<file path="src/hw/fp_fmt_pkg.sv">
package fp_fmt_pkg;

  // ==================================================
  // class mask layout
  // ==================================================
  // one-hot bit positions inside the class result, lowest bit first
  // order follows the usual fclass convention: negative side, zeros,
  // positive side, then the two nan kinds
  typedef enum logic [3:0] {
    cls_neg_inf  = 4'd0,  // -infinity
    cls_neg_norm = 4'd1,  // negative normal
    cls_neg_sub  = 4'd2,  // negative subnormal
    cls_neg_zero = 4'd3,  // -0
    cls_pos_zero = 4'd4,  // +0
    cls_pos_sub  = 4'd5,  // positive subnormal
    cls_pos_norm = 4'd6,  // positive normal
    cls_pos_inf  = 4'd7,  // +infinity
    cls_snan     = 4'd8,  // signaling nan, sign ignored
    cls_qnan     = 4'd9   // quiet nan, sign ignored
  } fp_class_e;

  // width of the class mask, one bit per fp_class_e value
  parameter int CLASS_W = 10;

  // exactly one bit of the mask is set for any operand;
  // the core zero-extends the mask to the operand width before it
  // leaves as a result, so the upper bits of a class result are zero

endpackage : fp_fmt_pkg

</file>
<file path="src/hw/fp_op_pkg.sv">
package fp_op_pkg;

  // ==================================================
  // operation codes
  // ==================================================
  // carried with every request from the input queue to the core
  typedef enum logic [2:0] {
    op_class = 3'd0,  // class mask of operand a
    op_eq    = 3'd1,  // a == b, quiet
    op_lt    = 3'd2,  // a <  b, signaling
    op_le    = 3'd3,  // a <= b, signaling
    op_min   = 3'd4,  // smaller of a and b
    op_max   = 3'd5   // larger of a and b
  } fp_op_e;
  // codes 6 and 7 are unused, the core returns zero for them

  // ==================================================
  // queue occupancy
  // ==================================================
  // shared by the input queue and the output buffer
  typedef enum logic [1:0] {
    q_empty   = 2'd0,  // nothing stored
    q_partial = 2'd1,  // at least one entry, at least one free slot
    q_full    = 2'd2   // every slot taken
  } q_state_e;

  // partial covers every fill level between the two ends, so a queue
  // only has to look at its pointers when it moves toward an end

endpackage : fp_op_pkg

</file>
<file path="src/hw/fp_cmp_core.sv">
`timescale 1ns/1ps

// two-stage compare and classify pipeline
module fp_cmp_core
  import fp_op_pkg::*;
  import fp_fmt_pkg::*;
#(
  parameter int WID = 32
) (
  input  logic           clk,
  input  logic           rst,
  input  logic           q_valid,
  input  fp_op_e         q_op,
  input  logic [WID-1:0] q_a,
  input  logic [WID-1:0] q_b,
  output logic           q_ready,
  output logic           c_valid,
  output logic [WID-1:0] c_result,
  output logic           c_invalid,
  input  logic           c_ready
);

  localparam int EW = (WID == 64) ? 11 : 8;  // exponent bits
  localparam int FW = WID - 1 - EW;          // stored fraction bits

  logic da_sgn, da_xz, da_mz, da_vz, da_inf, da_xinf, da_qnan, da_snan, da_nan;
  logic db_sgn, db_vz, db_snan, db_nan;  // b only feeds the compares
  logic [EW-1:0] da_exp, db_exp;
  logic [FW-1:0] da_man, db_man;

  fp_decomp #(.WID(WID)) u_dec_a (
    .i(q_a), .sgn(da_sgn), .exp(da_exp), .man(da_man), .fract(),
    .xz(da_xz), .mz(da_mz), .vz(da_vz), .inf(da_inf), .xinf(da_xinf),
    .qnan(da_qnan), .snan(da_snan), .nan(da_nan)
  );
  fp_decomp #(.WID(WID)) u_dec_b (
    .i(q_b), .sgn(db_sgn), .exp(db_exp), .man(db_man), .fract(),
    .xz(), .mz(), .vz(db_vz), .inf(), .xinf(),
    .qnan(), .snan(db_snan), .nan(db_nan)
  );

  // ==================================================
  // stage control, shared advance rule
  // ==================================================
  logic s1_valid, s2_valid, s1_adv, s2_adv;
  assign s2_adv  = ~s2_valid | c_ready;  // stage 2 empty or being taken
  assign s1_adv  = ~s1_valid | s2_adv;
  assign q_ready = s1_adv;

  always_ff @(posedge clk) begin
    if (rst) begin
      s1_valid <= 1'b0;
      s2_valid <= 1'b0;
    end else begin
      if (s1_adv) s1_valid <= q_valid;
      if (s2_adv) s2_valid <= s1_valid;
    end
  end

  // stage 1: fields {sgn,exp,man}, flags and opcode
  fp_op_e         s1_op;
  logic [WID-1:0] s1_a, s1_b;
  logic [7:0]     s1_fla;
  logic [2:0]     s1_flb;
  always_ff @(posedge clk) begin
    if (s1_adv && q_valid) begin
      s1_op  <= q_op;
      s1_a   <= {da_sgn, da_exp, da_man};
      s1_b   <= {db_sgn, db_exp, db_man};
      s1_fla <= {da_xz, da_mz, da_vz, da_inf, da_xinf, da_qnan, da_snan, da_nan};
      s1_flb <= {db_vz, db_snan, db_nan};
    end
  end

  logic a_xz, a_mz, a_vz, a_inf, a_xinf, a_qnan, a_snan, a_nan;
  logic b_vz, b_snan, b_nan;
  assign {a_xz, a_mz, a_vz, a_inf, a_xinf, a_qnan, a_snan, a_nan} = s1_fla;
  assign {b_vz, b_snan, b_nan} = s1_flb;

  // ==================================================
  // stage 2 datapath
  // ==================================================
  logic [CLASS_W-1:0] cls_a;
  always_comb begin
    cls_a = '0;
    cls_a[cls_neg_inf]  = s1_a[WID-1] & a_inf;
    cls_a[cls_neg_norm] = s1_a[WID-1] & ~a_xz & ~a_xinf;
    cls_a[cls_neg_sub]  = s1_a[WID-1] & a_xz & ~a_mz;
    cls_a[cls_neg_zero] = s1_a[WID-1] & a_vz;
    cls_a[cls_pos_zero] = ~s1_a[WID-1] & a_vz;
    cls_a[cls_pos_sub]  = ~s1_a[WID-1] & a_xz & ~a_mz;
    cls_a[cls_pos_norm] = ~s1_a[WID-1] & ~a_xz & ~a_xinf;
    cls_a[cls_pos_inf]  = ~s1_a[WID-1] & a_inf;
    cls_a[cls_snan]     = a_snan;   // nan classes ignore the sign
    cls_a[cls_qnan]     = a_qnan;
  end

  logic any_nan, any_snan, both_z, lt_z, eq_r, lt_r, le_r;
  logic [WID-1:0] min_v, max_v, qnan_c;
  assign any_nan  = a_nan | b_nan;
  assign any_snan = a_snan | b_snan;
  assign both_z   = a_vz & b_vz;
  // total order for non-nan values, -0 sorts below +0
  assign lt_z = (s1_a[WID-1] != s1_b[WID-1]) ? s1_a[WID-1] :
                s1_a[WID-1] ? (s1_b[WID-2:0] < s1_a[WID-2:0]) :
                              (s1_a[WID-2:0] < s1_b[WID-2:0]);
  assign eq_r = ~any_nan & ((s1_a == s1_b) | both_z);  // -0 == +0
  assign lt_r = ~any_nan & lt_z & ~both_z;
  assign le_r = lt_r | eq_r;

  assign qnan_c = {1'b0, {EW{1'b1}}, 1'b1, {(FW - 1){1'b0}}};  // canonical quiet nan
  assign min_v = (a_nan & b_nan) ? qnan_c : a_nan ? s1_b : b_nan ? s1_a :
                 lt_z ? s1_a : s1_b;
  assign max_v = (a_nan & b_nan) ? qnan_c : a_nan ? s1_b : b_nan ? s1_a :
                 lt_z ? s1_b : s1_a;

  logic [WID-1:0] res_d;
  logic           inv_d;
  always_comb begin
    res_d = '0;
    inv_d = 1'b0;
    case (s1_op)
      op_class: res_d = WID'(cls_a);
      op_eq: begin                     // quiet compare
        res_d[0] = eq_r;
        inv_d    = any_snan;
      end
      op_lt: begin
        res_d[0] = lt_r;
        inv_d    = any_nan;
      end
      op_le: begin
        res_d[0] = le_r;
        inv_d    = any_nan;
      end
      op_min: begin
        res_d = min_v;
        inv_d = any_snan;
      end
      op_max: begin
        res_d = max_v;
        inv_d = any_snan;
      end
      default:  ;                      // unused codes give zero
    endcase
  end

  always_ff @(posedge clk) begin
    if (s2_adv && s1_valid) begin
      c_result  <= res_d;
      c_invalid <= inv_d;
    end
  end
  assign c_valid = s2_valid;

  // a stalled result stays put until the buffer takes it
  a_hold: assert property (@(posedge clk) disable iff (rst)
    c_valid && !c_ready |=> c_valid && $stable(c_result) && $stable(c_invalid))
    else $error("fp_cmp_core: stage 2 changed while stalled");

endmodule : fp_cmp_core

</file>
<file path="src/hw/fp_cmp_in.sv">
`timescale 1ns/1ps

// request queue on the credit-controlled input side
module fp_cmp_in
  import fp_op_pkg::*;
#(
  parameter int WID      = 32,
  parameter int IN_DEPTH = 4
) (
  input  logic           clk,
  input  logic           rst,
  // upstream, credit based
  input  logic           in_valid,
  input  fp_op_e         in_op,
  input  logic [WID-1:0] in_a,
  input  logic [WID-1:0] in_b,
  output logic           in_credit,
  // toward the core, valid/ready
  output logic           q_valid,
  output fp_op_e         q_op,
  output logic [WID-1:0] q_a,
  output logic [WID-1:0] q_b,
  input  logic           q_ready
);

  localparam int PW = (IN_DEPTH > 1) ? $clog2(IN_DEPTH) : 1;

  fp_op_e         op_mem [IN_DEPTH];
  logic [WID-1:0] a_mem  [IN_DEPTH];
  logic [WID-1:0] b_mem  [IN_DEPTH];
  logic [PW-1:0]  wr_ptr;
  logic [PW-1:0]  rd_ptr;
  logic [PW-1:0]  wr_nxt;
  logic [PW-1:0]  rd_nxt;
  q_state_e       state;
  logic           wr;
  logic           pop;

  assign wr  = in_valid;              // sender only writes while holding a credit
  assign pop = q_valid & q_ready;

  // wrapping pointers, depth need not be a power of two
  assign wr_nxt = (wr_ptr == PW'(IN_DEPTH - 1)) ? '0 : wr_ptr + 1'b1;
  assign rd_nxt = (rd_ptr == PW'(IN_DEPTH - 1)) ? '0 : rd_ptr + 1'b1;

  // ==================================================
  // pointers, occupancy and credit return
  // ==================================================
  always_ff @(posedge clk) begin
    if (rst) begin
      wr_ptr    <= '0;
      rd_ptr    <= '0;
      state     <= q_empty;
      in_credit <= 1'b0;
    end else begin
      in_credit <= pop;               // one credit back per entry that leaves
      if (wr) wr_ptr <= wr_nxt;
      if (pop) rd_ptr <= rd_nxt;
      case ({wr, pop})
        2'b10:   state <= (wr_nxt == rd_ptr) ? q_full : q_partial;
        2'b01:   state <= (rd_nxt == wr_ptr) ? q_empty : q_partial;
        default: ;                    // idle, or one in and one out
      endcase
    end
  end

  // storage
  always_ff @(posedge clk) begin
    if (wr) begin
      op_mem[wr_ptr] <= in_op;
      a_mem[wr_ptr]  <= in_a;
      b_mem[wr_ptr]  <= in_b;
    end
  end

  assign q_valid = (state != q_empty);
  assign q_op    = op_mem[rd_ptr];    // head entry
  assign q_a     = a_mem[rd_ptr];
  assign q_b     = b_mem[rd_ptr];

  // a sender that honors its credits never finds the queue full
  a_no_overrun: assert property (@(posedge clk) disable iff (rst)
    in_valid |-> (state != q_full))
    else $error("fp_cmp_in: request written while the queue is full");

endmodule : fp_cmp_in

</file>
<file path="src/hw/fp_cmp_out.sv">
`timescale 1ns/1ps

// result buffer, spends consumer credits on the way out
module fp_cmp_out
  import fp_op_pkg::*;
#(
  parameter int WID         = 32,
  parameter int OUT_DEPTH   = 4,
  parameter int OUT_CREDITS = 4
) (
  input  logic           clk,
  input  logic           rst,
  input  logic           c_valid,
  input  logic [WID-1:0] c_result,
  input  logic           c_invalid,
  output logic           c_ready,
  output logic           out_valid,
  output logic [WID-1:0] out_result,
  output logic           out_invalid,
  input  logic           out_credit
);

  localparam int PW = (OUT_DEPTH > 1) ? $clog2(OUT_DEPTH) : 1;
  localparam int CW = $clog2(OUT_CREDITS + 1);

  logic [WID-1:0] res_mem [OUT_DEPTH];
  logic           inv_mem [OUT_DEPTH];
  logic [PW-1:0]  wr_ptr, rd_ptr;
  logic [PW-1:0]  wr_nxt, rd_nxt;
  logic [CW-1:0]  credits;            // sends still allowed downstream
  q_state_e       state;
  logic           wr;

  assign c_ready = (state != q_full);
  assign wr      = c_valid & c_ready;
  assign wr_nxt  = (wr_ptr == PW'(OUT_DEPTH - 1)) ? '0 : wr_ptr + 1'b1;
  assign rd_nxt  = (rd_ptr == PW'(OUT_DEPTH - 1)) ? '0 : rd_ptr + 1'b1;

  // head leaves whenever a credit is held, consumer has no stall
  assign out_valid   = (state != q_empty) && (credits != '0);
  assign out_result  = res_mem[rd_ptr];
  assign out_invalid = inv_mem[rd_ptr];

  // ==================================================
  // buffer state and credit counter
  // ==================================================
  always_ff @(posedge clk) begin
    if (rst) begin
      wr_ptr  <= '0;
      rd_ptr  <= '0;
      state   <= q_empty;
      credits <= CW'(OUT_CREDITS);
    end else begin
      if (wr) wr_ptr <= wr_nxt;
      if (out_valid) rd_ptr <= rd_nxt;
      case ({wr, out_valid})
        2'b10:   state <= (wr_nxt == rd_ptr) ? q_full : q_partial;
        2'b01:   state <= (rd_nxt == wr_ptr) ? q_empty : q_partial;
        default: ;
      endcase
      case ({out_valid, out_credit})
        2'b10:   credits <= credits - 1'b1;  // spent on a send
        2'b01:   credits <= credits + 1'b1;  // returned by the consumer
        default: ;                           // both or neither, no change
      endcase
    end
  end

  always_ff @(posedge clk) begin
    if (wr) begin
      res_mem[wr_ptr] <= c_result;
      inv_mem[wr_ptr] <= c_invalid;
    end
  end

  // consumer never returns more than it was granted
  a_no_overflow: assert property (@(posedge clk) disable iff (rst)
    credits <= CW'(OUT_CREDITS))
    else $error("fp_cmp_out: credit count above the grant");

  a_no_underflow: assert property (@(posedge clk) disable iff (rst)
    out_valid |-> (credits != '0))
    else $error("fp_cmp_out: result sent without a credit");

endmodule : fp_cmp_out

</file>
<file path="src/hw/fp_cmp_top.sv">
`timescale 1ns/1ps

// compare and classify unit, credit interfaces on both ends
module fp_cmp_top
  import fp_op_pkg::*;
#(
  parameter int WID         = 32,
  parameter int IN_DEPTH    = 4,
  parameter int OUT_DEPTH   = 4,
  parameter int OUT_CREDITS = 4
) (
  input  logic           clk,
  input  logic           rst,
  input  logic           in_valid,
  input  fp_op_e         in_op,
  input  logic [WID-1:0] in_a,
  input  logic [WID-1:0] in_b,
  output logic           in_credit,
  output logic           out_valid,
  output logic [WID-1:0] out_result,
  output logic           out_invalid,
  input  logic           out_credit
);

  // queue to core
  logic           q_valid, q_ready;
  fp_op_e         q_op;
  logic [WID-1:0] q_a, q_b;
  // core to buffer
  logic           c_valid, c_ready, c_invalid;
  logic [WID-1:0] c_result;

  fp_cmp_in #(.WID(WID), .IN_DEPTH(IN_DEPTH)) u_in (
    .clk(clk), .rst(rst),
    .in_valid(in_valid), .in_op(in_op), .in_a(in_a), .in_b(in_b),
    .in_credit(in_credit),
    .q_valid(q_valid), .q_op(q_op), .q_a(q_a), .q_b(q_b), .q_ready(q_ready)
  );

  fp_cmp_core #(.WID(WID)) u_core (
    .clk(clk), .rst(rst),
    .q_valid(q_valid), .q_op(q_op), .q_a(q_a), .q_b(q_b), .q_ready(q_ready),
    .c_valid(c_valid), .c_result(c_result), .c_invalid(c_invalid), .c_ready(c_ready)
  );

  fp_cmp_out #(.WID(WID), .OUT_DEPTH(OUT_DEPTH), .OUT_CREDITS(OUT_CREDITS)) u_out (
    .clk(clk), .rst(rst),
    .c_valid(c_valid), .c_result(c_result), .c_invalid(c_invalid), .c_ready(c_ready),
    .out_valid(out_valid), .out_result(out_result), .out_invalid(out_invalid),
    .out_credit(out_credit)
  );

endmodule : fp_cmp_top

</file>
<file path="src/hw/fp_decomp.sv">
`timescale 1ns/1ps

// splits one ieee operand into fields and special-value flags
module fp_decomp #(
  parameter  int WID  = 32,
  // exponent msb from the width table; the fraction takes what is left
  localparam int EMSB = (WID == 128 || WID == 96 || WID == 80) ? 14 :
                        (WID == 64 || WID == 52 || WID == 44 || WID == 42) ? 10 :
                        (WID == 48) ? 11 :
                        (WID == 40) ? 9 :
                        (WID == 32) ? 7 :
                        (WID == 24) ? 6 : 4,
  localparam int FMSB = WID - EMSB - 3  // sign and exponent take the rest
) (
  input  logic [WID-1:0]  i,
  output logic            sgn,
  output logic [EMSB:0]   exp,
  output logic [FMSB:0]   man,
  output logic [FMSB+1:0] fract,  // mantissa with hidden bit in front
  output logic            xz,     // exponent all zeros
  output logic            mz,     // mantissa all zeros
  output logic            vz,     // zero value, either sign
  output logic            inf,    // infinity, either sign
  output logic            xinf,   // exponent all ones
  output logic            qnan,   // quiet nan
  output logic            snan,   // signaling nan
  output logic            nan     // any nan
);

  // raw fields
  assign sgn = i[WID-1];
  assign exp = i[WID-2:FMSB+1];
  assign man = i[FMSB:0];

  // ==================================================
  // field tests
  // ==================================================
  assign xz   = ~|exp;
  assign mz   = ~|man;
  assign xinf = &exp;
  assign vz   = xz & mz;

  // all-ones exponent splits into infinity and the nan family
  assign inf  = xinf & mz;
  assign nan  = xinf & ~mz;
  assign qnan = xinf & man[FMSB];                 // quiet bit set
  assign snan = xinf & ~man[FMSB] & ~mz;          // quiet bit clear, payload nonzero

  // hidden bit is one unless the exponent is zero
  assign fract = {~xz, man};

endmodule : fp_decomp

</file>
<file path="config.mk">
export PLATFORM = sky130hd
export DESIGN_NAME = fp_cmp_top
export DESIGN_NICKNAME = d
export VERILOG_FILES = /design/src/hw/fp_fmt_pkg.sv /design/src/hw/fp_op_pkg.sv /design/src/hw/fp_cmp_core.sv /design/src/hw/fp_cmp_in.sv /design/src/hw/fp_cmp_out.sv /design/src/hw/fp_cmp_top.sv /design/src/hw/fp_decomp.sv
export SDC_FILE = /design/constraint.sdc
export NUM_CORES = 1
export LEC_CHECK = 0
export BUFFER_PORTS_ARGS = -buffer_cell sky130_fd_sc_hd__buf_2
export CAP_MARGIN = 20
export CORE_MARGIN = 1
export CORE_UTILIZATION = 45
export CTS_CLUSTER_SIZE = 14
export DETAILED_ROUTE_END_ITERATION = 12
export SLEW_MARGIN = 10
export SYNTH_ARGS = -nofsm -noshare
export SYNTH_HDL_FRONTEND = slang
export SYNTH_SLANG_ARGS = --single-unit
</file>
<file path="constraint.sdc">
create_clock -name clk -period 7.6 [get_ports clk]
set_input_delay 0.76 -clock clk [delete_from_list [all_inputs] [get_ports clk]]
set_output_delay 0.76 -clock clk [all_outputs]
set_load 0.1 [all_outputs]
</file>
; Word-level counts from Yosys, hierarchy flattened
; Memory sizes are Yosys's and may differ from the RTL's. A register that Yosys moved wholly into a read port is not among the register bits.
; Index checks and enable logic that the tools add are counted.
[op_classes]
addsub = 6
magnitude_cmp = 2
eq_ne = 22
n_mux = 36
n_bitwise = 45
reduce_logical = 22
[ops]
columns = operator, n
row1 = 32-bit 2-to-1 mux, 8
row2 = 31-bit case mux with 3 select lines, 1
row3 = 31-bit < comparator, 2
row4 = 23-bit OR reduction, 2
row5 = 32-bit == test, 1
row6 = 1-bit bitwise AND, 29
row7 = 2-bit 2-to-1 mux, 14
row8 = 8-bit AND reduction, 2
row9 = 8-bit OR reduction, 2
row10 = 2-bit == test (second input constant), 7
row11 = 1-bit inverter, 10
row12 = 2-bit nonzero test, 5
row13 = 2-bit by 1-bit adder with 2-bit output (second input constant), 4
row14 = 2-bit == test, 4
row15 = 1-bit 2-to-1 mux, 8
row16 = 2-bit case mux with 2 select lines, 2
row17 = 2-bit by 1-bit == test with 1-bit output (second input constant), 3
row18 = 3-bit by 2-bit == test with 1-bit output (second input constant), 2
row19 = 3-bit == test (second input constant), 2
row20 = 1-bit bitwise OR, 6
row21 = 1-bit case mux with 6 select lines, 1
row22 = 3-bit case mux with 2 select lines, 1
row23 = 1-bit zero test, 4
row24 = 3-bit by 1-bit adder with 3-bit output (second input constant), 1
row25 = 10 further kinds, 12
[word_totals]
reg_bits = 126
ram_bits = 400
input_bits = 71
out_inout_bits = 35
elab_cells = 154
n_memories = 5
[mem_list]
columns = name, depth, word_bits, rd, rd_clocked_by_memory_dff, wr, line
row1 = u_in.a_mem, 4, 32, 1, 1, 1, fp_cmp_in.sv:29  ; logic [WID-1:0] a_mem [IN_DEPTH];
row2 = u_in.b_mem, 4, 32, 1, 1, 1, fp_cmp_in.sv:30  ; logic [WID-1:0] b_mem [IN_DEPTH];
row3 = u_out.res_mem, 4, 32, 1, 1, 1, fp_cmp_out.sv:26  ; logic [WID-1:0] res_mem [OUT_DEPTH];
row4 = u_in.op_mem, 4, 3, 1, 1, 1, fp_cmp_in.sv:28  ; fp_op_e op_mem [IN_DEPTH];
row5 = u_out.inv_mem, 4, 1, 1, 1, 1, fp_cmp_out.sv:27  ; logic inv_mem [OUT_DEPTH];

; Longest topological paths before layout
; Gate-level depths: netlist (run 1).
[depth]
depth_word = 8
ltp_mapped = 11
mapped_depth_nobuf = 10

; Modules after synthesis
; Synthesis (run 1) repeated with hierarchy kept, for this count alone.
[hier_totals]
cells_unflattened = 1166
area_unflattened_um2 = 21803.4
[by_module_without_submodules]
columns = mod, n_inst, cells_per_inst, area_each_um2, seq_area_each_um2
row1 = fp_cmp_in, 1, 399, 10151.0, 8227.9
row2 = fp_cmp_out, 1, 238, 5383.9, 4184.0
row3 = fp_cmp_core, 1, 373, 5119.9, 3373.2
row4 = fp_decomp, 2, 78, 574.3, 0.0

; Least setup slack after synthesis (run 1)
; Ideal clock, no wire load.
[synth_path]
path_type = register -> register
startpoint = register u_out.state[0]
endpoint = register u_in.state[0]
setup_ps = 65
t_arrival_ps = 5660
required_time_ps = 7535
slack_ps = 1874
path_stages_with_launch = 8
path_buffers = 0
period_less_slack_ps = 5726
cell_sequence = dfxtp_1 > nand2b_1 > nor2_1 > a21oi_1 > ha_1 > a211oi_1 > a21oi_1 > nor2_1
[synth_via]
elab_chain_len = 6
word_cells_on_any_way = 8
cone_classes = 3 x eq/ne / 1 x mux / 3 x bitwise / 1 x reduce/logical
[synth_lines]
columns = item, line
row1 = "start, declared", fp_cmp_out.sv:31  ; q_state_e state;
row2 = "start signal, assigned", fp_cmp_out.sv:51  ; state <= q_empty;
row3 = "start signal, assigned", fp_cmp_out.sv:57  ; 2'b10: state <= (wr_nxt == rd_ptr) ? q_full : q_partial;
row4 = "start signal, assigned", fp_cmp_out.sv:58  ; 2'b01: state <= (rd_nxt == wr_ptr) ? q_empty : q_partial;
row5 = 2-bit != test *, fp_cmp_out.sv:34  ; assign c_ready = (state != q_full);
row6 = 1-bit bitwise OR *, fp_cmp_core.sv:46  ; assign s2_adv = ~s2_valid | c_ready;
row7 = 1-bit bitwise OR *, fp_cmp_core.sv:47  ; assign s1_adv = ~s1_valid | s2_adv;
row8 = 1-bit bitwise AND *, fp_cmp_in.sv:40  ; assign pop = q_valid & q_ready;
row9 = named net u_in.pop, fp_cmp_in.sv:37  ; logic pop;
row10 = 2-bit by 1-bit == test with 1-bit output or 2-bit == test (tied branches), fp_cmp_in.sv:59  ; case ({wr, pop})
row11 = 2-bit case mux with 2 select lines or 2-bit nonzero test (tied branches), -
row12 = "end signal, assigned", fp_cmp_in.sv:53  ; state <= q_empty;
row13 = "end signal, assigned", fp_cmp_in.sv:60  ; 2'b10: state <= (wr_nxt == rd_ptr) ? q_full : q_partial;
row14 = "end signal, assigned", fp_cmp_in.sv:61  ; 2'b01: state <= (rd_nxt == wr_ptr) ? q_empty : q_partial;
row15 = "end, declared", fp_cmp_in.sv:35  ; q_state_e state;
; Mark *: on every way through the listed nets, which the timed path passes. The rest lies on a longest branch.
; A chain may end at the register's enable or synchronous reset.

; Final worst setup path (run 1)
[layout_path]
startpoint = register u_core.s1_b[10]
endpoint = register u_core.c_result[14], data pin
[layout_via]
elab_chain_len = 8
word_cells_on_any_way = 13
cone_classes = 2 x order compare / 11 x mux
[layout_lines]
columns = item, line
row1 = "start, declared", fp_cmp_core.sv:62  ; logic [WID-1:0] s1_a, s1_b;
row2 = "start signal, assigned", fp_cmp_core.sv:69  ; s1_b <= {db_sgn, db_exp, db_man};
row3 = "31-bit < comparator, on equally long branches", "fp_cmp_core.sv:106, fp_cmp_core.sv:105"
row4 = 1-bit 2-to-1 mux *, fp_cmp_core.sv:105  ; s1_a[WID-1] ? (s1_b[WID-2:0] < s1_a[WID-2:0]) :
row5 = 1-bit 2-to-1 mux *, fp_cmp_core.sv:104  ; assign lt_z = (s1_a[WID-1] != s1_b[WID-1]) ? s1_a[WID-1] :
row6 = "32-bit 2-to-1 mux, on equally long branches", "fp_cmp_core.sv:115, fp_cmp_core.sv:113"
row7 = "32-bit 2-to-1 mux, on equally long branches (3 in a row)", "fp_cmp_core.sv:114, fp_cmp_core.sv:112"
row8 = 31-bit case mux with 3 select lines *, fp_cmp_core.sv:122  ; case (s1_op)
row9 = named net u_core.res_d[14], fp_cmp_core.sv:117  ; logic [WID-1:0] res_d;
row10 = "end signal, assigned", fp_cmp_core.sv:150  ; c_result <= res_d;
row11 = "end, declared", fp_cmp_core.sv:18  ; output logic [WID-1:0] c_result,
; Marks and branches as above.

==> key figures, run 1 <==
Setup path
  • CP delay by family, top: compound AO/OA/AOI/OAI gates
  • Crit path required time: 8.04 ns
  • CP Capture Type: flip-flop
  • Worst r2r src: u_core.s1_b[10]$_DFFE_PP_
  • Endpoint of the worst register-to-register path: u_core.c_result[14]$_DFFE_PP_
  • WP buf/inv: 1
  • Largest stage delay on the critical path: about 0.63 ns
  • Crit-path cells: ha_1 -> a21oi_1 -> o21ai_0 -> a221oi_1 -> a21oi_1 -> nor2_1 -> o21ai_2 -> nor4b_4 -> buf_6 -> a22o_1
  • Setup Crit Path Kind: reg2reg
  • CP max-delay cell: nor4b_4
  • CP arrival: 3.80 ns
  • Top cell by count, worst path: a21oi_1
  • Crit path launch: u_core.s1_b[10]$_DFFE_PP_
  • Worst r2r path cells: 10
  • Worst Setup Start Kind: flip-flop
  • Max FO, Critical Path: 12
  • R2R Setup Slk: 4.24 ns

Clock tree
  • CTS resizes: 0
  • Root buf cell: clkbuf_16
  • H-tree level count: 2
  • CTS tree: yes
  • Total CTS buffers: 52
  • Clock slew at reported path FFs: 0.06 ns
  • Clk Latency, worst-skew pair: 0.59 ns
  • Max clock buf depth: 3
  • Setup bufs post-CTS: 0
  • CTS sink count: 533
  • Hold-fix buffers at CTS: 0

Layout
  • Multi-input gate area: 4470 um^2
  • Post-Layout Cell Count: between 1,500 and 2,000
  • Nets: ~1,300
  • Fill count: 3,494
  • Share of layout cells above drive strength 1: 0.266
  • Seq. cell area: 15,800 um^2
  • Layout area overhead: 14.4%
  • Post-Route Utilization: 0.527
  • Final instance area: ~24,000 um^2

Timing
  • Tcrit/Tclk final: 0.442
  • Final setup viols: 0
  • Final Critical Period: 3.36 ns
  • Slew @ Worst Pin: 1.02 ns
  • Slew HR: 0.321
  • Final Hold Vio Count: 0
  • Skew final: 0.0241 ns
  • RSZ-0062 raised after global routing: false
  • Fin Setup TNS: 0 ns
  • Max Slew Vio Count: 0
  • Fmax achieved: 0.298 GHz

Min path
  • Hold depth: 1
  • Worst hold endpoint: u_in.a_mem[2][1]$_DFFE_PP_
  • Hold Path Class: in2reg
  • Min-Delay Startpoint: in_a[1]

Power
  • LEAKAGE: just under 8 nW
  • P_int: 6.13 mW
  • Clock power frac: 0.278
  • Comb pwr share: 0.263
  • Sw Ratio: 0.322
  • Sequential power share: 0.459
  • Power Density: 385 nW/um^2
  • P_sw: 2.91 mW
  • Worst ir drop on vdd: 191 uV

Placement
  • Placed cell areas: 21,800 um^2
  • Placed insts: 1,683
  • Placed wire-length estimate: 24,200 um
  • Port Buf Inserts: 105
  • Gpl congestion: 0.829

Route
  • Vias per inst: about 5.4
  • WL met3: 1860 um
  • DR WL/cell: 21.3 um
  • Routed via count: between 9,000 and 10,000
  • Initial DRC Count: 614
  • Top routing layer in use: met5
  • M1 wire length: ~17,000 um
  • WL final: 38,000 um
  • DR WL met2: 17,800 um
  • DRC: 0
  • ANT nets after route: 0
  • First-pass iteration count of the detailed router: 5

Floorplanning
  • Full die area: approximately 47,000 um^2
  • # IOs: 106
  • Die Y: 216 um
  • FP Rows: 77
  • Initial core utilization: 0.461
  • Area of the core: 44,600 um^2
  • Die X: between 200 and 250 um

GRT
  • Number of global-route vias before repair: between 9,000 and 10,000
  • First-pass GRT wire length: 58,900 um
  • Pin count of the biggest net entering global routing: 81
  • Initial antenna violation count: 4
  • Tot GR Track Use: 0.167
  • Global route overflow: 0

Synth
  • Leading area contributor after synthesis: edfxtp_1
  • Dominant cells by area after synthesis: edfxtp_1 (75%), mux4_2 (11%), ha_1 (2.8%)
  • Post-Syn Instances: 1,005
  • Yosys reg bits: approximately 530
  • Simple-Gate Fraction of Synth Area: 0.0406
  • Ys Warns: 0
  • Synth Flop Type: edfxtp_1
  • Post-synthesis mux area share: 0.112
  • Post-synth ARST share: 0
  • Netlist Area Pre-Place: 20,500 um^2
  • Adder-cell share of the synthesized area: 0.0290
  • Post-synthesis xor/xnor area fraction: 0.00384
  • Compound-Gate Fraction of Synth Area: 0.0306
  • Most common cell in the netlist: edfxtp_1
  • Largest family of logic cells by synthesized area: multiplexers
  • Post-synth EDFFs: 511
  • Number of distinct library cells after synthesis: 56
  • Synth Net Count: 1,123
  • Syn Area/Cell: ~20 um^2
  • Commonest cells post-synth: edfxtp_1 (511), mux4_2 (100), ha_1 (46), inv_1 (44), nor2_1 (36)
  • Post-synth top area share: 0.747
  • Post-synthesis sequential area ratio: 0.768

Status
  • Status: finished clean

Run
  • MaxCap Viol Count: 0
-- state kept, by name, summed over array words and instances, names as in the netlist, 2 cells and up, named ones only --
signal and flops:
u_in.a_mem 128, u_in.b_mem 128, u_out.res_mem 128, u_core.c_result 32, u_core.s1_a 32, u_core.s1_b 32, u_in.op_mem 12, u_core.s1_fla 8
u_out.inv_mem 4, u_core.s1_flb 3, u_core.s1_op 3, u_out.credits 3, u_in.rd_ptr 2, u_in.state 2, u_in.wr_ptr 2, u_out.rd_ptr 2
u_out.state 2, u_out.wr_ptr 2
-- metrics by stage --
step / hold slack (ns) / total power [mW] / worst slack [ns]
finish: 0.379 / 9.04 / 4.24
global route: 0.355 / 9.47 / 3.94
floorplan: 0.454 / 5.97 / 1.87
CTS: 0.344 / 9.15 / 4.23
detailed placement: 0.487 / 6.64 / 4.24
global placement: 0.475 / 6.59 / 4.15
-- how the worst max path moves through the flow --
stage,end,slack (ns),depth (start not counted)
4_1_cts,u_core.s1_fla[1]$_DFFE_PP_,4.23,6
3_5_place_dp,u_core.s1_fla[1]$_DFFE_PP_,4.24,6
2_1_floorplan,u_in.state[0]$_SDFFE_PP0P_,1.87,7
5_1_grt,u_core.s1_fla[1]$_DFFE_PP_,3.94,6
6_report,u_core.c_result[14]$_DFFE_PP_,4.24,10
3_3_place_gp,u_core.c_result[6]$_DFFE_PP_,4.15,9
-- routing by layer --
| layer | GRT usage | up-vias |
|---|---|---|
| li1 | - | 4424 |
| met1 | 0.240 | 4904 |
| met2 | 0.257 | 216 |
| met3 | 0.0361 | 66 |
| met4 | 0.0508 | 4 |
| met5 | 0 | - |
-- final cells by class --
| type | count | area share |
|---|---|---|
| well taps | 592 | 0.0315 |
| repair buffers | 121 | 0.0276 |
| clock buffers | 66 | 0.0594 |
| inverters | 44 | 0.00703 |
| clock inverters | 30 | 0.0121 |
| flip-flops and latches | 533 | 0.672 |
| diodes | 3 | 0.000319 |
| multi-input cells | 393 | 0.190 |
-- power groups by stage --
stage,Sequential (mW),Combinational [mW],Clock (mW)
finish,4.15,2.38,2.51
global route,4.21,2.57,2.68
CTS,4.16,2.42,2.57
detailed placement,4.22,2.41,0
global placement,4.21,2.38,0
floorplan,4.09,1.88,0
-- cells in the final DEF (no fill, tap or decap), types with 6 or more instances in the layout --
master,Yosys,final
edfxtp_1,511,511
buf_2,12,105
mux4_2,100,100
clkbuf_16,0,54
ha_1,46,46
inv_1,44,44
nor2_1,36,36
a21oi_1,24,23
nand2_1,19,19
dfxtp_1,22,19
nor4_1,18,18
buf_4,1,15
nor3_1,13,13
a22o_1,12,12
clkinv_1,0,12
clkbuf_1,18,12
nand4_1,11,11
a221o_1,10,10
clkinv_2,0,8
o21ai_0,7,7
and2_1,11,7
o221a_2,6,6
and3_1,6,6
-- cells by family after synthesis --
| group | count (synthesis) |
|---|---|
| muxes | 105 |
| buffers and inverters | 79 |
| adders and majority gates | 47 |
| AOI/OAI and AO/OA | 83 |
| DFF | 533 |
| xor gates and xnor gates | 9 |
| and+or+nand+nor | 149 |
Power figures use the tool's default switching activity.
==> run 2: changes to the inputs <==
==> constraint.sdc (replaced) <==
create_clock -name clk -period 3.05 [get_ports clk]
set_input_delay 0.305 -clock clk [delete_from_list [all_inputs] [get_ports clk]]
set_output_delay 0.305 -clock clk [all_outputs]
set_load 0.1 [all_outputs]
==> key figures, run 2 (same netlist as run 1, synthesis figures left out) <==
Status
  • Status: finished, violations left (was finished clean)
  • Failing checks: setup timing

Placement
  • Placed cell areas: 22,400 um^2 (was 21,800 um^2)
  • Port Buf Inserts: 105 (unchanged)
  • Placed insts: 1,743 (was 1,683)
  • Gpl congestion: 0.829 (about the same)
  • Placed wire-length estimate: 25,200 um (was 24,200 um)
  • Pre-CTS WS: -0.346 ns (was 4.24 ns)

Clock tree
  • CTS sink count: 533 (unchanged)
  • Clk Latency, worst-skew pair: 0.60 ns (was 0.59 ns)
  • Total CTS buffers: 53 (was 52)
  • Root buf cell: clkbuf_16 (unchanged)
  • H-tree level count: 2 (unchanged)
  • CTS tree: yes (unchanged)
  • Max clock buf depth: 3 (unchanged)
  • Clock slew at reported path FFs: 0.06 ns (about the same)

GRT
  • First-pass GRT wire length: 60,700 um (was 58,900 um)
  • Global route overflow: 0 (unchanged)
  • Number of global-route vias before repair: 10,700 (was 9,842)
  • Tot GR Track Use: 0.172 (was 0.167)
  • Initial antenna violation count: 1 (was 4)
  • Pin count of the biggest net entering global routing: 71 (was 81)

Setup path
  • Worst Setup Start Kind: flip-flop (unchanged)
  • Largest stage delay on the critical path: 0.47 ns (was 0.63 ns)
  • CP max-delay cell: a2111o_1 (was nor4b_4)
  • Crit path required time: 3.39 ns (was 8.04 ns)
  • CP Capture Type: flip-flop (unchanged)
  • Max FO, Critical Path: 7 (was 12)
  • Top cell by count, worst path: buf_4 (was a21oi_1)
  • Setup Crit Path Kind: reg2reg (unchanged)
  • CP arrival: 3.42 ns (was 3.80 ns)
  • Crit-path cells: ha_1 -> nand4_1 -> buf_4 -> nor3_4 -> a22oi_2 -> a211o_1 -> a2111o_1 -> nand2_4 -> nor4b_4 -> buf_4 -> a221o_1 (was ha_1 -> a21oi_1 -> o21ai_0 -> a221oi_1 -> a21oi_1 -> nor2_1 -> o21ai_2 -> nor4b_4 -> buf_6 -> a22o_1)
  • WP buf/inv: 2 (was 1)
  • CP delay by family, top: compound AO/OA/AOI/OAI gates (unchanged)

Timing
  • Fmax achieved: 0.325 GHz (was 0.298 GHz)
  • RSZ-0062 raised after global routing: true (was false)
  • Final setup viols: 6 (was 0)
  • Fin Setup TNS: -0.0751 ns (was 0 ns)
  • Max Slew Vio Count: 0 (unchanged)
  • Slew HR: 0.548 (was 0.321)
  • Skew final: 0.0252 ns (was 0.0241 ns)
  • Final Hold Vio Count: 0 (unchanged)
  • Tcrit/Tclk final: 1.01 (was 0.442)
  • Final Critical Period: 3.08 ns (was 3.36 ns)
  • Setup WS post-layout: -0.0297 ns (was 4.24 ns)
  • Slew @ Worst Pin: 0.678 ns (was 1.02 ns)

Layout
  • Most frequent cells in the layout: edfxtp_1 (511), buf_2 (105), mux4_2 (100), buf_4 (88), dlygate4sd3_1 (68) (was edfxtp_1 (511), buf_2 (105), mux4_2 (100), clkbuf_16 (54), ha_1 (46))
  • Share of layout cells above drive strength 1: 0.326 (was 0.266)
  • Final instance area: 25,300 um^2 (was 23,500 um^2)
  • Nets: 1,422 (was 1,263)
  • Post-Layout Cell Count: 1,938 (was 1,782)
  • Biggest regs: u_in.a_mem x128, u_in.b_mem x128, u_out.res_mem x128 (unchanged)
  • Layout area overhead: 23.2% (was 14.4%)
  • Leading cell type in the layout, fill and taps excluded: edfxtp_1 (unchanged)

Power
  • P_sw: 7.71 mW (was 2.91 mW)
  • Total Power: 24.0 mW (was 9.04 mW)
  • Comb pwr share: 0.310 (was 0.263)
  • P_int: 16.3 mW (was 6.13 mW)
  • LEAKAGE: 8.67 nW (was 7.86 nW)
  • Power Density: 948 nW/um^2 (was 385 nW/um^2)
  • Clock power frac: 0.258 (was 0.278)
  • Sw Ratio: 0.321 (was 0.322)
  • Sequential power share: 0.432 (was 0.459)
  • Worst ir drop on vdd: 544 uV (was 191 uV)

Floorplanning
  • Full die area: 46,500 um^2 (unchanged)
  • FP Rows: 77 (unchanged)
  • Area of the core: 44,600 um^2 (unchanged)
  • Die X: 216 um (unchanged)
  • # IOs: 106 (unchanged)
  • Die Y: 216 um (unchanged)
  • Initial core utilization: 0.461 (unchanged)

Route
  • DRC: 0 (unchanged)
  • ANT nets after route: 0 (unchanged)
  • Routed via count: 10,200 (was 9,614)
  • WL final: 39,300 um (was 38,000 um)
  • Vias per inst: 5.27 (was 5.40)
  • First-pass iteration count of the detailed router: 5 (unchanged)
  • Initial DRC Count: 593 (was 614)
  • DR WL/cell: 20.3 um (was 21.3 um)

Run
  • MaxCap Viol Count: 0 (unchanged)

Min path
  • Hold Path Class: in2reg (unchanged)
run 2: cell count changes in the layout (fill, tap and decap cells not counted), sizes merged:
| cell | delta |
|---|---|
| buf | +89 |
| dlygate4sd3 | +68 |
| clkbuf | -4 |
| clkinv | +3 |
| diode | -2 |
| bufinv | -1 |
| clkinvlp | +1 |
| inv | +1 |
| nor4b | +1 |
run 2: final timing paths:
path                                 start                        endpoint  slack, ns  depth (start not counted)
max              u_core.s1_b[20]$_DFFE_PP_    u_core.c_result[8]$_DFFE_PP_      -0.03                         11
min                                    rst     u_out.state[0]$_SDFFE_PP0P_        0.1                          2
max reg2reg      u_core.s1_b[20]$_DFFE_PP_    u_core.c_result[8]$_DFFE_PP_      -0.03                         11
min reg2reg  u_core.c_result[28]$_DFFE_PP_  u_out.res_mem[2][28]$_DFFE_PP_       0.49                          0
run 2: area by class of cell:
class                           instances  area (um^2)
Clock inverter                         34          294
Clock buffer                           62         1380
Inverter                               44          165
Multi-Input combinational cell        394         4740
Antenna cell                            1         2.50
Fill cell                            3342        19300
Sequential cell                       533        15800
Tap cell                              592          741
Timing Repair Buffer                  278         2200
run 2: worst reg2reg max path: stages, from the launching register on:
cell      delay, ns
edfxtp_1       0.42
ha_1           0.33
nand4_1        0.17
buf_4          0.19
nor3_4         0.15
a22oi_2        0.10
a211o_1        0.31
a2111o_1       0.47
nand2_4        0.11
nor4b_4        0.07
buf_4          0.19
a221o_1        0.32
run 2: routing by layer:
metal | GRT usage | wire (um)
met1 | 0.236 | 18000
met2 | 0.277 | 18800
met3 | 0.0310 | 1550
met4 | 0.0600 | 1050
met5 | 0 | 0
run 2: what timing repair did:
action / CTS / global route
endpoints found under the hold margin: 269 / 0
gates resized for setup: 15 / 29
gates cloned: 1 / 0
hold buffers: 68 / 0
setup buffers: 9 / 22
pin swaps: 10 / 23
setup endpoints to repair: 31 / 31
run 2: power groups by stage:
stage               logic [mW]  registers, mW  clock network, mW
finish                    7.45           10.4               6.18
global route              7.99           10.5               6.63
CTS                       6.97           10.4               6.34
detailed placement        6.62           10.5                  0
global placement          6.57           10.5                  0
floorplan                 4.69           10.1                  0
run 2: per-stage QoR:
stage	hold slack [ns]	utilization
CTS	0.0648	0.559
finish	0.0959	0.568
global placement	0.472	0.503
detailed placement	0.483	0.503
global route	0.0874	0.568
floorplan	0.404	-
==> run 3: changes to the inputs <==
--- a/config.mk
+++ b/config.mk
@@ -8,9 +8,10 @@
 export BUFFER_PORTS_ARGS = -buffer_cell sky130_fd_sc_hd__buf_2
 export CAP_MARGIN = 20
 export CORE_MARGIN = 1
-export CORE_UTILIZATION = 45
+export CORE_UTILIZATION = 30
 export CTS_CLUSTER_SIZE = 14
 export DETAILED_ROUTE_END_ITERATION = 12
+export SETUP_SLACK_MARGIN = 0.15
 export SLEW_MARGIN = 10
 export SYNTH_ARGS = -nofsm -noshare
 export SYNTH_HDL_FRONTEND = slang
==> key figures, run 3 (same netlist as run 1, synthesis figures left out) <==
Min path
  • Hold depth: 3 (was 2)
  • Hold Path Class: in2reg (unchanged)

Timing
  • Fmax achieved: 0.328 GHz (was 0.325 GHz)
  • Max Slew Vio Count: 0 (unchanged)
  • Final Critical Period: 3.05 ns (was 3.08 ns)
  • Slew HR: 0.555 (was 0.548)
  • RSZ-0062 raised after global routing: true (unchanged)
  • Final Hold Vio Count: 0 (unchanged)
  • Final setup viols: 1 (was 6)
  • Slew @ Worst Pin: 0.665 ns (was 0.678 ns)
  • Skew final: 0.00744 ns (was 0.0252 ns)
  • Tcrit/Tclk final: 1.00 (was 1.01)
  • Setup WS post-layout: -0.00208 ns (was -0.0297 ns)

Floorplanning
  • Full die area: 69,500 um^2 (was 46,500 um^2)
  • # IOs: 106 (unchanged)
  • Initial core utilization: 0.304 (was 0.461)
  • FP Rows: 95 (was 77)
  • Die Y: 264 um (was 216 um)
  • Die X: 264 um (was 216 um)
  • Area of the core: 67,500 um^2 (was 44,600 um^2)

Route
  • Routed via count: 10,300 (was 10,200)
  • DR WL/cell: 19.0 um (was 20.3 um)
  • WL met3: 1860 um (was 1550 um)
  • M1 wire length: 18,200 um (was 18,000 um)
  • Top routing layer in use: met4 (unchanged)
  • DR WL met2: 20,500 um (was 18,800 um)
  • WL final: 41,700 um (was 39,300 um)
  • ANT nets after route: 0 (unchanged)
  • DRC: 0 (unchanged)
  • Initial DRC Count: 710 (was 593)
  • First-pass iteration count of the detailed router: 5 (unchanged)
  • Vias per inst: 4.66 (was 5.27)

Setup path
  • WP buf/inv: 1 (was 2)
  • Max FO, Critical Path: 5 (was 7)
  • Worst r2r path cells: 10 (was 11)
  • Worst Setup Start Kind: flip-flop (unchanged)
  • Cell count along the critical path: 10 (was 11)
  • R2R Setup Slk: -0.002 ns (was -0.03 ns)
  • CP Capture Type: flip-flop (unchanged)
  • CP arrival: 3.37 ns (was 3.42 ns)
  • CP delay by family, top: compound AO/OA/AOI/OAI gates (unchanged)
  • Crit path required time: 3.37 ns (was 3.39 ns)
  • Largest stage delay on the critical path: 0.46 ns (was 0.47 ns)
  • Setup Crit Path Kind: reg2reg (unchanged)
  • CP max-delay cell: a2111o_1 (unchanged)
  • Crit-path cells: ha_1 -> nand4_4 -> nor3_4 -> a22oi_2 -> a211o_1 -> a2111o_1 -> nand2_4 -> nor4b_4 -> buf_4 -> a221o_1 (was ha_1 -> nand4_1 -> buf_4 -> nor3_4 -> a22oi_2 -> a211o_1 -> a2111o_1 -> nand2_4 -> nor4b_4 -> buf_4 -> a221o_1)

Clock tree
  • Clock slew at reported path FFs: 0.06 ns (about the same)
  • Total CTS buffers: 52 (was 53)
  • CTS tree: yes (unchanged)
  • CTS sink count: 533 (unchanged)
  • H-tree level count: 2 (unchanged)
  • Clk Latency, worst-skew pair: 0.57 ns (was 0.60 ns)
  • Max clock buf depth: 3 (unchanged)
  • Root buf cell: clkbuf_16 (unchanged)

GRT
  • Global route overflow: 0 (unchanged)
  • Pin count of the biggest net entering global routing: 82 (was 71)
  • Number of global-route vias before repair: 10,700 (about the same)
  • Initial antenna violation count: 2 (was 1)
  • Tot GR Track Use: 0.120 (was 0.172)
  • First-pass GRT wire length: 64,100 um (was 60,700 um)

Status
  • Status: finished, violations left (unchanged)
  • Failing checks: setup timing (unchanged)

Layout
  • Seq. cell area: 15,800 um^2 (unchanged)
  • Multi-input gate area: 4830 um^2 (was 4740 um^2)
  • Biggest regs: u_in.a_mem x128, u_in.b_mem x128, u_out.res_mem x128 (unchanged)
  • Share of layout cells above drive strength 1: 0.323 (was 0.326)
  • Leading cell type in the layout, fill and taps excluded: edfxtp_1 (unchanged)
  • Post-Route Utilization: 0.380 (was 0.568)
  • Layout area overhead: 24.7% (was 23.2%)
  • Most frequent cells in the layout: edfxtp_1 (511), buf_2 (105), mux4_2 (100), buf_4 (68), dlygate4sd3_1 (67) (was edfxtp_1 (511), buf_2 (105), mux4_2 (100), buf_4 (88), dlygate4sd3_1 (68))
  • Nets: 1,400 (was 1,422)
  • Fill count: 6,128 (was 3,342)

Power
  • Power Density: 942 nW/um^2 (was 948 nW/um^2)
  • Total Power: 24.1 mW (was 24.0 mW)
  • Worst ir drop on vdd: 538 uV (was 544 uV)
  • LEAKAGE: 8.60 nW (was 8.67 nW)

Placement
  • Gpl congestion: 0.911 (was 0.829)
  • Port Buf Inserts: 105 (unchanged)
  • Placed wire-length estimate: 27,400 um (was 25,200 um)
  • Pre-CTS WS: -0.477 ns (was -0.346 ns)

Run
  • MaxCap Viol Count: 0 (unchanged)
## run 3: changes by cell type in the layout (fill, tap and decap cells not counted), moves of 2 or more
| cell | before | now |
|---|---|---|
| buf_4 | 88 | 68 |
| clkinv_1 | 14 | 10 |
| bufinv_16 | 4 | 7 |
| o221a_2 | 6 | 3 |
| o221a_4 | 0 | 3 |
| a21oi_1 | 17 | 15 |
| clkinvlp_4 | 2 | 4 |
| nor2_1 | 35 | 33 |
| nor2_4 | 0 | 2 |
## run 3: worst min-delay path: stages
cell	delay, ns
buf_2	0.13
mux2i_1	0.09
nor2_1	0.10
## run 3: worst paths after layout
kind,to,startpoint
hold / removal,u_in.wr_ptr[1]$_SDFFE_PP0P_,in_valid
setup / recovery,u_core.c_result[9]$_DFFE_PP_,u_core.s1_b[25]$_DFFE_PP_
setup reg to reg,u_core.c_result[9]$_DFFE_PP_,u_core.s1_b[25]$_DFFE_PP_
hold reg to reg,u_out.res_mem[1][7]$_DFFE_PP_,u_core.c_result[7]$_DFFE_PP_
## run 3: area by class of cell
cell class / count / area share
flip-flops and latches: 533 / 0.616
multi-input cells: 394 / 0.188
repair buffers: 257 / 0.0792
clock buffers: 62 / 0.0531
well taps: 873 / 0.0426
clock inverters: 34 / 0.0138
inverters: 44 / 0.00644
diodes: 2 / 0.000195
## run 3: layer usage
| layer | track usage | vias up |
|---|---|---|
| met3 | 0.0254 | 76 |
| met1 | 0.158 | 5234 |
| met5 | 0 | - |
| li1 | - | 4707 |
| met2 | 0.199 | 237 |
| met4 | 0.0386 | 0 |
## run 3: metrics by stage
step | cell area, um^2 | instances | TNS (ns) | hold slack, ns
2_1_floorplan | 20600 | 1005 | 0 | 0.404
3_3_place_gp | 22700 | 2007 | -6.35 | 0.473
3_5_place_dp | 22700 | 2007 | -11.13 | 0.486
4_1_cts | 25400 | 2188 | 0 | 0.0541
5_1_grt | 25600 | 2199 | -1.04 | 0.0840
6_report | 25600 | 2199 | -0.00208 | 0.0894
## run 3: timing repair
item	4_1_cts	5_1_grt
gates resized for setup	39	21
hold buffers	67	0
hold endpoints to repair	268	0
setup buffers	16	8
pin swaps	20	12
gates cloned	2	1
setup endpoints to repair	31	31
## run 3: where the power goes
part / leakage [nW] / internal (mW) / switching, mW / total [mW]
clock network: 0.830 / 3.77 / 2.61 / 6.38
registers: 4.90 / 9.57 / 0.762 / 10.3
logic: 2.87 / 2.97 / 4.45 / 7.42
